[src/source/isa_pkg.sv]
package isa_pkg;

	localparam int inst_w = 64;

	// instruction word layout
	localparam int fmt_msb     = 63;
	localparam int fmt_lsb     = 60;
	localparam int op_msb      = 59;
	localparam int op_lsb      = 52;
	localparam int rd_msb      = 51;
	localparam int rd_lsb      = 47;
	localparam int ra_msb      = 46;
	localparam int ra_lsb      = 42;
	localparam int rb_msb      = 41;
	localparam int rb_lsb      = 37;
	localparam int imm_msb     = 41;
	localparam int imm_lsb     = 10;
	localparam int mov_imm_msb = 46;
	localparam int mov_imm_lsb = 15;
	localparam int jmp_msb     = 51;
	localparam int jmp_lsb     = 20;

	// other format codes are invalid
	typedef enum logic [3:0] {
		fmt_sreg = 4'h1,
		fmt_dreg = 4'h2
	} fmt_e;

	typedef enum logic [7:0] {
		op_or    = 8'h01,
		op_and   = 8'h02,
		op_xor   = 8'h03,
		op_not   = 8'h04,
		op_shl   = 8'h08,
		op_shr   = 8'h09,
		op_sar   = 8'h0a,
		op_mov   = 8'h10,
		op_add   = 8'h18,
		op_sub   = 8'h19,
		op_loadw = 8'h20,
		op_jmp   = 8'h30,
		op_je    = 8'h31,
		op_jne   = 8'h32,
		op_jg    = 8'h33,
		op_jl    = 8'h34,
		op_jng   = 8'h35,
		op_jnl   = 8'h36
	} op_e;

endpackage

[src/source/pipe_pkg.sv]
package pipe_pkg;

	localparam int data_w     = 32;
	localparam int reg_addr_w = 5;

	typedef enum logic [4:0] {
		alu_nop,
		alu_or,
		alu_and,
		alu_xor,
		alu_not,
		alu_shl,
		alu_shr,
		alu_sar,
		alu_mov,
		alu_add,
		alu_sub,
		alu_loadw,
		alu_jmp,
		alu_je,
		alu_jne,
		alu_jg,
		alu_jl,
		alu_jng,
		alu_jnl
	} alu_op_e;

	// result group seen by the execute stage
	typedef enum logic [2:0] {
		sel_nop,
		sel_logic,
		sel_shift,
		sel_mov,
		sel_arith,
		sel_load,
		sel_jump
	} alu_sel_e;

	// jump conditions, all compared unsigned
	typedef enum logic [2:0] {
		br_none,
		br_always,
		br_eq,
		br_ne,
		br_gt,
		br_lt,
		br_le,
		br_ge
	} br_cond_e;

endpackage

[src/source/branch_resolve.sv]
`timescale 1ns/1ns

module branch_resolve import pipe_pkg::*; (
	input  br_cond_e          br_cond_i,
	input  logic [data_w-1:0] op1_i,
	input  logic [data_w-1:0] op2_i,
	input  logic [data_w-1:0] imm_i,
	input  logic [data_w-1:0] jump_target_i,
	output logic              branch_flag_o,
	output logic [data_w-1:0] target_addr_o
);

	logic [data_w:0] diff;
	logic            borrow;
	logic            zero;

	// single unsigned subtract, borrow means op1 < op2
	assign diff   = {1'b0, op1_i} - {1'b0, op2_i};
	assign borrow = diff[data_w];
	assign zero   = (diff[data_w-1:0] == '0);

	always_comb begin
		case (br_cond_i)
			br_always: branch_flag_o = 1'b1;
			br_eq:     branch_flag_o = zero;
			br_ne:     branch_flag_o = !zero;
			br_gt:     branch_flag_o = !borrow && !zero;
			br_lt:     branch_flag_o = borrow;
			br_le:     branch_flag_o = borrow || zero;
			br_ge:     branch_flag_o = !borrow;
			default:   branch_flag_o = 1'b0;
		endcase
	end

	always_comb begin
		if (!branch_flag_o)
			target_addr_o = '0;
		else if (br_cond_i == br_always)
			target_addr_o = jump_target_i;
		else
			target_addr_o = imm_i;
	end

endmodule

[src/source/decode_stage.sv]
`timescale 1ns/1ns

module decode_stage import isa_pkg::*, pipe_pkg::*; (
	input  logic                  clk_i,
	input  logic                  rst_n_i,
	input  logic [inst_w-1:0]     inst_i,
	output logic                  reg1_read_o,
	output logic [reg_addr_w-1:0] reg1_addr_o,
	output logic                  reg2_read_o,
	output logic [reg_addr_w-1:0] reg2_addr_o,
	input  logic [data_w-1:0]     reg1_data_i,
	input  logic [data_w-1:0]     reg2_data_i,
	input  logic                  ex_wreg_i,
	input  logic [reg_addr_w-1:0] ex_wd_i,
	input  logic [data_w-1:0]     ex_wdata_i,
	input  logic                  mem_wreg_i,
	input  logic [reg_addr_w-1:0] mem_wd_i,
	input  logic [data_w-1:0]     mem_wdata_i,
	output logic                  branch_flag_o,
	output logic [data_w-1:0]     target_addr_o,
	output logic                  stall_o,
	output alu_op_e               ex_aluop_o,
	output alu_sel_e              ex_alusel_o,
	output logic [data_w-1:0]     ex_op1_o,
	output logic [data_w-1:0]     ex_op2_o,
	output logic [reg_addr_w-1:0] ex_wd_o,
	output logic                  ex_wreg_o
);

	alu_op_e               aluop;
	alu_sel_e              alusel;
	br_cond_e              br_cond;
	logic [data_w-1:0]     imm;
	logic [data_w-1:0]     jump_target;
	logic [data_w-1:0]     op1;
	logic [data_w-1:0]     op2;
	logic [reg_addr_w-1:0] wd;
	logic                  wreg;
	logic                  ex_load;

	// stall compares against the destination held in id/ex
	inst_decoder u_decoder (
		.inst_i        (inst_i),
		.ex_load_i     (ex_load),
		.ex_wd_i       (ex_wd_o),
		.aluop_o       (aluop),
		.alusel_o      (alusel),
		.br_cond_o     (br_cond),
		.imm_o         (imm),
		.jump_target_o (jump_target),
		.reg1_read_o   (reg1_read_o),
		.reg2_read_o   (reg2_read_o),
		.reg1_addr_o   (reg1_addr_o),
		.reg2_addr_o   (reg2_addr_o),
		.wd_o          (wd),
		.wreg_o        (wreg),
		.stall_o       (stall_o)
	);

	operand_forward u_fwd1 (
		.read_i      (reg1_read_o),
		.addr_i      (reg1_addr_o),
		.reg_data_i  (reg1_data_i),
		.imm_i       (imm),
		.ex_wreg_i   (ex_wreg_i),
		.ex_wd_i     (ex_wd_i),
		.ex_wdata_i  (ex_wdata_i),
		.mem_wreg_i  (mem_wreg_i),
		.mem_wd_i    (mem_wd_i),
		.mem_wdata_i (mem_wdata_i),
		.operand_o   (op1)
	);

	operand_forward u_fwd2 (
		.read_i      (reg2_read_o),
		.addr_i      (reg2_addr_o),
		.reg_data_i  (reg2_data_i),
		.imm_i       (imm),
		.ex_wreg_i   (ex_wreg_i),
		.ex_wd_i     (ex_wd_i),
		.ex_wdata_i  (ex_wdata_i),
		.mem_wreg_i  (mem_wreg_i),
		.mem_wd_i    (mem_wd_i),
		.mem_wdata_i (mem_wdata_i),
		.operand_o   (op2)
	);

	branch_resolve u_branch (
		.br_cond_i     (br_cond),
		.op1_i         (op1),
		.op2_i         (op2),
		.imm_i         (imm),
		.jump_target_i (jump_target),
		.branch_flag_o (branch_flag_o),
		.target_addr_o (target_addr_o)
	);

	id_ex_reg u_id_ex (
		.clk_i       (clk_i),
		.rst_n_i     (rst_n_i),
		.stall_i     (stall_o),
		.aluop_i     (aluop),
		.alusel_i    (alusel),
		.op1_i       (op1),
		.op2_i       (op2),
		.wd_i        (wd),
		.wreg_i      (wreg),
		.ex_aluop_o  (ex_aluop_o),
		.ex_alusel_o (ex_alusel_o),
		.ex_op1_o    (ex_op1_o),
		.ex_op2_o    (ex_op2_o),
		.ex_wd_o     (ex_wd_o),
		.ex_wreg_o   (ex_wreg_o),
		.ex_load_o   (ex_load)
	);

endmodule

[src/source/id_ex_reg.sv]
`timescale 1ns/1ns

module id_ex_reg import pipe_pkg::*; (
	input  logic                  clk_i,
	input  logic                  rst_n_i,
	input  logic                  stall_i,
	input  alu_op_e               aluop_i,
	input  alu_sel_e              alusel_i,
	input  logic [data_w-1:0]     op1_i,
	input  logic [data_w-1:0]     op2_i,
	input  logic [reg_addr_w-1:0] wd_i,
	input  logic                  wreg_i,
	output alu_op_e               ex_aluop_o,
	output alu_sel_e              ex_alusel_o,
	output logic [data_w-1:0]     ex_op1_o,
	output logic [data_w-1:0]     ex_op2_o,
	output logic [reg_addr_w-1:0] ex_wd_o,
	output logic                  ex_wreg_o,
	output logic                  ex_load_o
);

	always_ff @(posedge clk_i or negedge rst_n_i) begin
		if (!rst_n_i) begin
			ex_aluop_o  <= alu_nop;
			ex_alusel_o <= sel_nop;
			ex_wreg_o   <= 1'b0;
		end else if (stall_i) begin
			// bubble while decode repeats the instruction
			ex_aluop_o  <= alu_nop;
			ex_alusel_o <= sel_nop;
			ex_wreg_o   <= 1'b0;
		end else begin
			ex_aluop_o  <= aluop_i;
			ex_alusel_o <= alusel_i;
			ex_wreg_o   <= wreg_i;
		end
	end

	always_ff @(posedge clk_i) begin
		ex_op1_o <= op1_i;
		ex_op2_o <= op2_i;
		ex_wd_o  <= wd_i;
	end

	assign ex_load_o = (ex_aluop_o == alu_loadw);

endmodule

[src/source/inst_decoder.sv]
`timescale 1ns/1ns

module inst_decoder import isa_pkg::*, pipe_pkg::*; (
	input  logic [inst_w-1:0]     inst_i,
	input  logic                  ex_load_i,
	input  logic [reg_addr_w-1:0] ex_wd_i,
	output alu_op_e               aluop_o,
	output alu_sel_e              alusel_o,
	output br_cond_e              br_cond_o,
	output logic [data_w-1:0]     imm_o,
	output logic [data_w-1:0]     jump_target_o,
	output logic                  reg1_read_o,
	output logic                  reg2_read_o,
	output logic [reg_addr_w-1:0] reg1_addr_o,
	output logic [reg_addr_w-1:0] reg2_addr_o,
	output logic [reg_addr_w-1:0] wd_o,
	output logic                  wreg_o,
	output logic                  stall_o
);

	fmt_e                  fmt;
	op_e                   op;
	logic [reg_addr_w-1:0] rd;
	logic [reg_addr_w-1:0] ra;
	logic [reg_addr_w-1:0] rb;
	logic [data_w-1:0]     imm_field;
	logic [data_w-1:0]     mov_imm;
	logic [data_w-1:0]     jmp_field;

	function automatic alu_op_e to_aluop(input op_e code);
		case (code)
			op_or:    return alu_or;
			op_and:   return alu_and;
			op_xor:   return alu_xor;
			op_not:   return alu_not;
			op_shl:   return alu_shl;
			op_shr:   return alu_shr;
			op_sar:   return alu_sar;
			op_mov:   return alu_mov;
			op_add:   return alu_add;
			op_sub:   return alu_sub;
			op_loadw: return alu_loadw;
			op_jmp:   return alu_jmp;
			op_je:    return alu_je;
			op_jne:   return alu_jne;
			op_jg:    return alu_jg;
			op_jl:    return alu_jl;
			op_jng:   return alu_jng;
			op_jnl:   return alu_jnl;
			default:  return alu_nop;
		endcase
	endfunction

	function automatic alu_sel_e to_alusel(input op_e code);
		case (code)
			op_or, op_and, op_xor, op_not: return sel_logic;
			op_shl, op_shr, op_sar:        return sel_shift;
			op_mov:                        return sel_mov;
			op_add, op_sub:                return sel_arith;
			op_loadw:                      return sel_load;
			default:                       return sel_jump;
		endcase
	endfunction

	assign fmt       = fmt_e'(inst_i[fmt_msb:fmt_lsb]);
	assign op        = op_e'(inst_i[op_msb:op_lsb]);
	assign rd        = inst_i[rd_msb:rd_lsb];
	assign ra        = inst_i[ra_msb:ra_lsb];
	assign rb        = inst_i[rb_msb:rb_lsb];
	assign imm_field = inst_i[imm_msb:imm_lsb];
	assign mov_imm   = inst_i[mov_imm_msb:mov_imm_lsb];
	assign jmp_field = inst_i[jmp_msb:jmp_lsb];

	always_comb begin
		// invalid encodings fall through as nop
		aluop_o       = alu_nop;
		alusel_o      = sel_nop;
		br_cond_o     = br_none;
		imm_o         = '0;
		jump_target_o = '0;
		reg1_read_o   = 1'b0;
		reg2_read_o   = 1'b0;
		reg1_addr_o   = '0;
		reg2_addr_o   = '0;
		wd_o          = '0;
		wreg_o        = 1'b0;
		case (fmt)
			fmt_sreg: begin
				case (op)
					op_or, op_and, op_xor, op_shl, op_shr, op_sar,
					op_add, op_sub, op_loadw: begin
						aluop_o     = to_aluop(op);
						alusel_o    = to_alusel(op);
						reg1_read_o = 1'b1;
						reg1_addr_o = ra;
						imm_o       = imm_field;
						wd_o        = rd;
						wreg_o      = 1'b1;
					end
					op_mov: begin
						aluop_o  = alu_mov;
						alusel_o = sel_mov;
						imm_o    = mov_imm;
						wd_o     = rd;
						wreg_o   = 1'b1;
					end
					op_je, op_jne, op_jg, op_jl, op_jng, op_jnl: begin
						aluop_o     = to_aluop(op);
						alusel_o    = sel_jump;
						reg1_read_o = 1'b1;
						reg2_read_o = 1'b1;
						reg1_addr_o = rd;
						reg2_addr_o = ra;
						imm_o       = imm_field;
						case (op)
							op_je:   br_cond_o = br_eq;
							op_jne:  br_cond_o = br_ne;
							op_jg:   br_cond_o = br_gt;
							op_jl:   br_cond_o = br_lt;
							op_jng:  br_cond_o = br_le;
							default: br_cond_o = br_ge;
						endcase
					end
					op_jmp: begin
						aluop_o       = alu_jmp;
						alusel_o      = sel_jump;
						jump_target_o = jmp_field;
						br_cond_o     = br_always;
					end
					default: ;
				endcase
			end
			fmt_dreg: begin
				case (op)
					op_or, op_and, op_xor, op_shl, op_shr, op_sar, op_add, op_sub: begin
						aluop_o     = to_aluop(op);
						alusel_o    = to_alusel(op);
						reg1_read_o = 1'b1;
						reg2_read_o = 1'b1;
						reg1_addr_o = ra;
						reg2_addr_o = rb;
						wd_o        = rd;
						wreg_o      = 1'b1;
					end
					// unary, only register a
					op_not, op_mov: begin
						aluop_o     = to_aluop(op);
						alusel_o    = to_alusel(op);
						reg1_read_o = 1'b1;
						reg1_addr_o = ra;
						wd_o        = rd;
						wreg_o      = 1'b1;
					end
					default: ;
				endcase
			end
			default: ;
		endcase
	end

	// load in id/ex whose result is needed now
	assign stall_o = ex_load_i &&
		((reg1_read_o && (reg1_addr_o == ex_wd_i)) ||
		 (reg2_read_o && (reg2_addr_o == ex_wd_i)));

endmodule

[src/source/operand_forward.sv]
`timescale 1ns/1ns

module operand_forward import pipe_pkg::*; (
	input  logic                  read_i,
	input  logic [reg_addr_w-1:0] addr_i,
	input  logic [data_w-1:0]     reg_data_i,
	input  logic [data_w-1:0]     imm_i,
	input  logic                  ex_wreg_i,
	input  logic [reg_addr_w-1:0] ex_wd_i,
	input  logic [data_w-1:0]     ex_wdata_i,
	input  logic                  mem_wreg_i,
	input  logic [reg_addr_w-1:0] mem_wd_i,
	input  logic [data_w-1:0]     mem_wdata_i,
	output logic [data_w-1:0]     operand_o
);

	always_comb begin
		if (!read_i)
			operand_o = imm_i;
		// youngest result wins
		else if (ex_wreg_i && (ex_wd_i == addr_i))
			operand_o = ex_wdata_i;
		else if (mem_wreg_i && (mem_wd_i == addr_i))
			operand_o = mem_wdata_i;
		else
			operand_o = reg_data_i;
	end

endmodule

[config.mk]
export PLATFORM = sky130hd
export DESIGN_NAME = decode_stage
export DESIGN_NICKNAME = d
export VERILOG_FILES = /design/src/source/isa_pkg.sv /design/src/source/pipe_pkg.sv /design/src/source/branch_resolve.sv /design/src/source/decode_stage.sv /design/src/source/id_ex_reg.sv /design/src/source/inst_decoder.sv /design/src/source/operand_forward.sv
export SDC_FILE = /design/constraint.sdc
export NUM_CORES = 1
export LEC_CHECK = 0
export ABC_AREA = 1
export ABC_CLOCK_PERIOD_IN_PS = 17700
export BUFFER_PORTS_ARGS = -buffer_cell sky130_fd_sc_hd__buf_2
export CAP_MARGIN = 30
export CORE_AREA = 2 2 134 136
export CTS_CLUSTER_DIAMETER = 80
export DETAILED_ROUTE_END_ITERATION = 10
export DIE_AREA = 0 0 136 138
export HOLD_SLACK_MARGIN = 0.05
export PLACE_DENSITY = 0.81
export RECOVER_POWER = 50
export SYNTH_ARGS = -nofsm -noshare
export SYNTH_HDL_FRONTEND = slang
export SYNTH_SLANG_ARGS = --single-unit
[constraint.sdc]
create_clock -name clk_i -period 17.7 [get_ports clk_i]
set_clock_uncertainty 0.05 [all_clocks]
set_input_delay 0.885 -clock clk_i [delete_from_list [all_inputs] [get_ports clk_i]]
set_output_delay 0.885 -clock clk_i [all_outputs]
set_load 0.01 [all_outputs]
==> impl_metrics.csv <==
group,metric,value,unit
critical_path,cp_top_family,"simple AND/OR/NAND/NOR gates",
logic_synthesis,ys_seq_elements,78,
logic_synthesis,yosys.area.top_type,"dfxtp_1",
global_routing,grtUsageMet2,63.4,%
cells_and_area,layout-drive-gt1-share,21.1,%
critical_path,rrSetupSlack,15630,ps
clock_network,cts_resized,0,
clock_network,cts-root-buf,"clkbuf_16",
timing,relSlewSlack,23.3,%
logic_synthesis,synthesis.instances,1423,
global_routing,grt.overflow.total,0,
clock_network,cts_hold_buf,0,
timing,finalCriticalPeriod,10240,ps
timing,final.setup.worst_slack,7460,ps
clock_network,path_clk_slew,70,ps
job,cap_viol_max_count,0,
cells_and_area,layout.nets,1952,
clock_network,cts.sinks,78,
clock_network,insertion_delay,360,ps
critical_path,crit_slowest_cell,"clkinv_1",
clock_network,postCtsSetupBuffers,0,
logic_synthesis,synthArstFlopShare,11.5,%
route,viasPerCell,5.78,
power,ir_drop,0.0406,mV
logic_synthesis,yosysWarnings,0,
logic_synthesis,synthTopCellsByArea,"dfxtp_1 16%, nand2_1 12%, inv_1 8.4%, nor2_1 8.2%, a21oi_1 6.8%",
critical_path,path_class,"input port to primary output",
placement,finalWeightedCongestion,1.05,
worst_hold_path,hp-class,"input port to async pin",
floorplanning,die_x,136,microns
floorplanning,die_h,138,microns
global_routing,grt_util_met1,49.1,%
route,routedWlPerCell,19.6,microns
critical_path,cp_num_buf_inv,7,
global_routing,antenna_found_initial,0,
logic_synthesis,synth-edff-count,0,
floorplanning,coreArea,17500,sq um
timing,max_freq,0.0977,GHz
floorplanning,io_pins,330,
global_routing,grt_pass1_wl,57100,microns
global_routing,use_met3,6.01,%
logic_synthesis,synth_top_area_share,16.1,%
critical_path,path_max_fanout,27,
placement,dp_slack,8380,ps
floorplanning,dieArea,18800,sq um
route,via_count,11200,
critical_path,worstPathArrival,9300,ps
route,drt_pass1_iterations,5,
timing,slew_violations,0,
clock_network,clk_path_buf_depth,2,
timing,fin_tns_setup,0,ps
critical_path,crit_required,16770,ps
timing,timing.final.crit_share,57.8,%
power,power_leakage,5.68,nW
placement,hpwlAfterDp,30000,microns
power,p_per_area,49.8,nW/um^2
timing,hold_ws,397,ps
logic_synthesis,synth_cell_types,57,
timing,worst_slew_pin_slew,1150,ps
cells_and_area,final_cell_mix,"281 x nand2_1, 238 x buf_2, 194 x inv_1",
critical_path,cp-start-kind,"input port",
timing,finalHoldViolCount,0,
global_routing,grt_max_degree,53,
placement,io_buffers,319,
timing,setup_violations,0,
critical_path,slowest_delay,750,ps
global_routing,grt.busiest_layer,"met2",
cells_and_area,syn2layout_area_growth,22.3,%
outcome,outcome,"complete, no violations",
clock_network,cts_buffers,9,
logic_synthesis,syn_area,8550,sq um
floorplanning,rows,49,
route,route.detailed.drc,0,
logic_synthesis,synth_nets,1667,
route,ant_nets,0,
route,drt-total-wl,38000,microns
route,drtIter0Drc,1041,
global_routing,grt_use_total,39.2,%
timing,rsz0062_at_grt,"false",
logic_synthesis,seq_area_frac_synth,18.8,%
logic_synthesis,synthFlopType,"dfxtp_1",
floorplanning,start_util,48.8,%
global_routing,grt_pass1_vias,10400,
clock_network,cts_tree,"done",
clock_network,htreeDepth,3,
cells_and_area,final_common_cell,"nand2_1",
critical_path,end_kind,"primary output",
logic_synthesis,synth_area_per_cell,6.01,sq um
==> cell families after synthesis <==
logic type      synth area share (%)
simple gates                    35.6
flops                           18.8
xor+xnor                        2.15
buf+inv                         12.2
compound gates                  25.6
fa+ha+maj                       5.65
==> per-stage QoR <==
| step | total power, mW | std cells | utilization (%) | instance area [sq um] |
|---|---|---|---|---|
| CTS | 0.520 | 1942 | 60.5 | 10600 |
| floorplan | 0.269 | 1423 | - | 8550 |
| global placement | 0.315 | 1925 | 58.5 | 10300 |
| global route | 0.541 | 1942 | 59.6 | 10500 |
| finish | 0.521 | 1943 | 59.7 | 10500 |
| detailed placement | 0.315 | 1926 | 58.6 | 10300 |
==> cell usage after synthesis (4+ instances only) <==
master	count
nor4_1	5
dfrtp_1	9
o21a_1	8
ha_1	37
clkbuf_1	42
o21bai_1	5
nor2_4	5
o211ai_1	19
nor2_1	187
o21ai_0	90
a31oi_1	9
a21o_1	4
o22ai_1	17
nand3b_1	5
dfxtp_1	69
o31ai_1	4
nand3_1	92
nand3_2	18
xor2_1	18
nand2_2	19
buf_1	7
buf_6	7
a21oi_2	31
a21oi_1	116
nand2_1	275
or2_2	8
nor3_1	12
inv_1	191
inv_2	11
nor2_2	8
a22oi_1	35
nand4_1	21
==> worst reg2reg max path: cells and delay by family, from the launching register on <==
| kind | cells | cell delay (ps) |
|---|---|---|
| AOI/OAI and AO/OA | 2 | 800 |
| buffers and inverters | 1 | 80 |
| DFF | 1 | 400 |
| and+or+nand+nor | 4 | 550 |
==> final cells by class <==
cell class	instances	area [sq um]
fillers	1848	7070
multi-input cells	1083	5870
repair buffers	332	1610
flip-flops and latches	78	1610
inverters	204	766
well taps	229	287
clock buffers	11	254
clock inverters	5	65.1
diodes	1	2.50
==> registers in the layout, summed over array words and instances (netlist names) <==
register,cells
u_id_ex.ex_alusel_o,3
u_id_ex.ex_op1_o,32
u_id_ex.ex_op2_o,32
u_id_ex.ex_aluop_o,5
u_id_ex.ex_wreg_o,1
u_id_ex.ex_wd_o,5
==> power breakdown <==
part | switching, mW | total, mW | internal, mW
clock network | 0.0875 | 0.207 | 0.119
registers | 0.000334 | 0.177 | 0.177
logic | 0.0883 | 0.137 | 0.0491
==> metal layers <==
metal  vias to the layer above  wire length [microns]  share of wire [%]
li1                       5308                      -                  -
met1                      5006                  14300                 38
met2                       786                  17300                 46
met3                       140                   3970                 10
met4                         0                   2410                6.3
met5                         -                      0                  0
==> worst paths after layout <==
path,from,cells after the start,endpoint
max in group asynchronous,rst_n_i,1,u_id_ex.ex_aluop_o[2]
min in group clk_i,u_id_ex.ex_aluop_o[4],4,u_id_ex.ex_aluop_o[4]
worst min-delay path,rst_n_i,1,u_id_ex.ex_aluop_o[3]
worst max-delay path,inst_i[52],44,target_addr_o[19]
worst max register to register,u_id_ex.ex_wd_o[1],7,u_id_ex.ex_aluop_o[1]
worst min register to register,u_id_ex.ex_aluop_o[4],4,u_id_ex.ex_aluop_o[4]
Note: power is estimated with default switching activity, not from simulation.
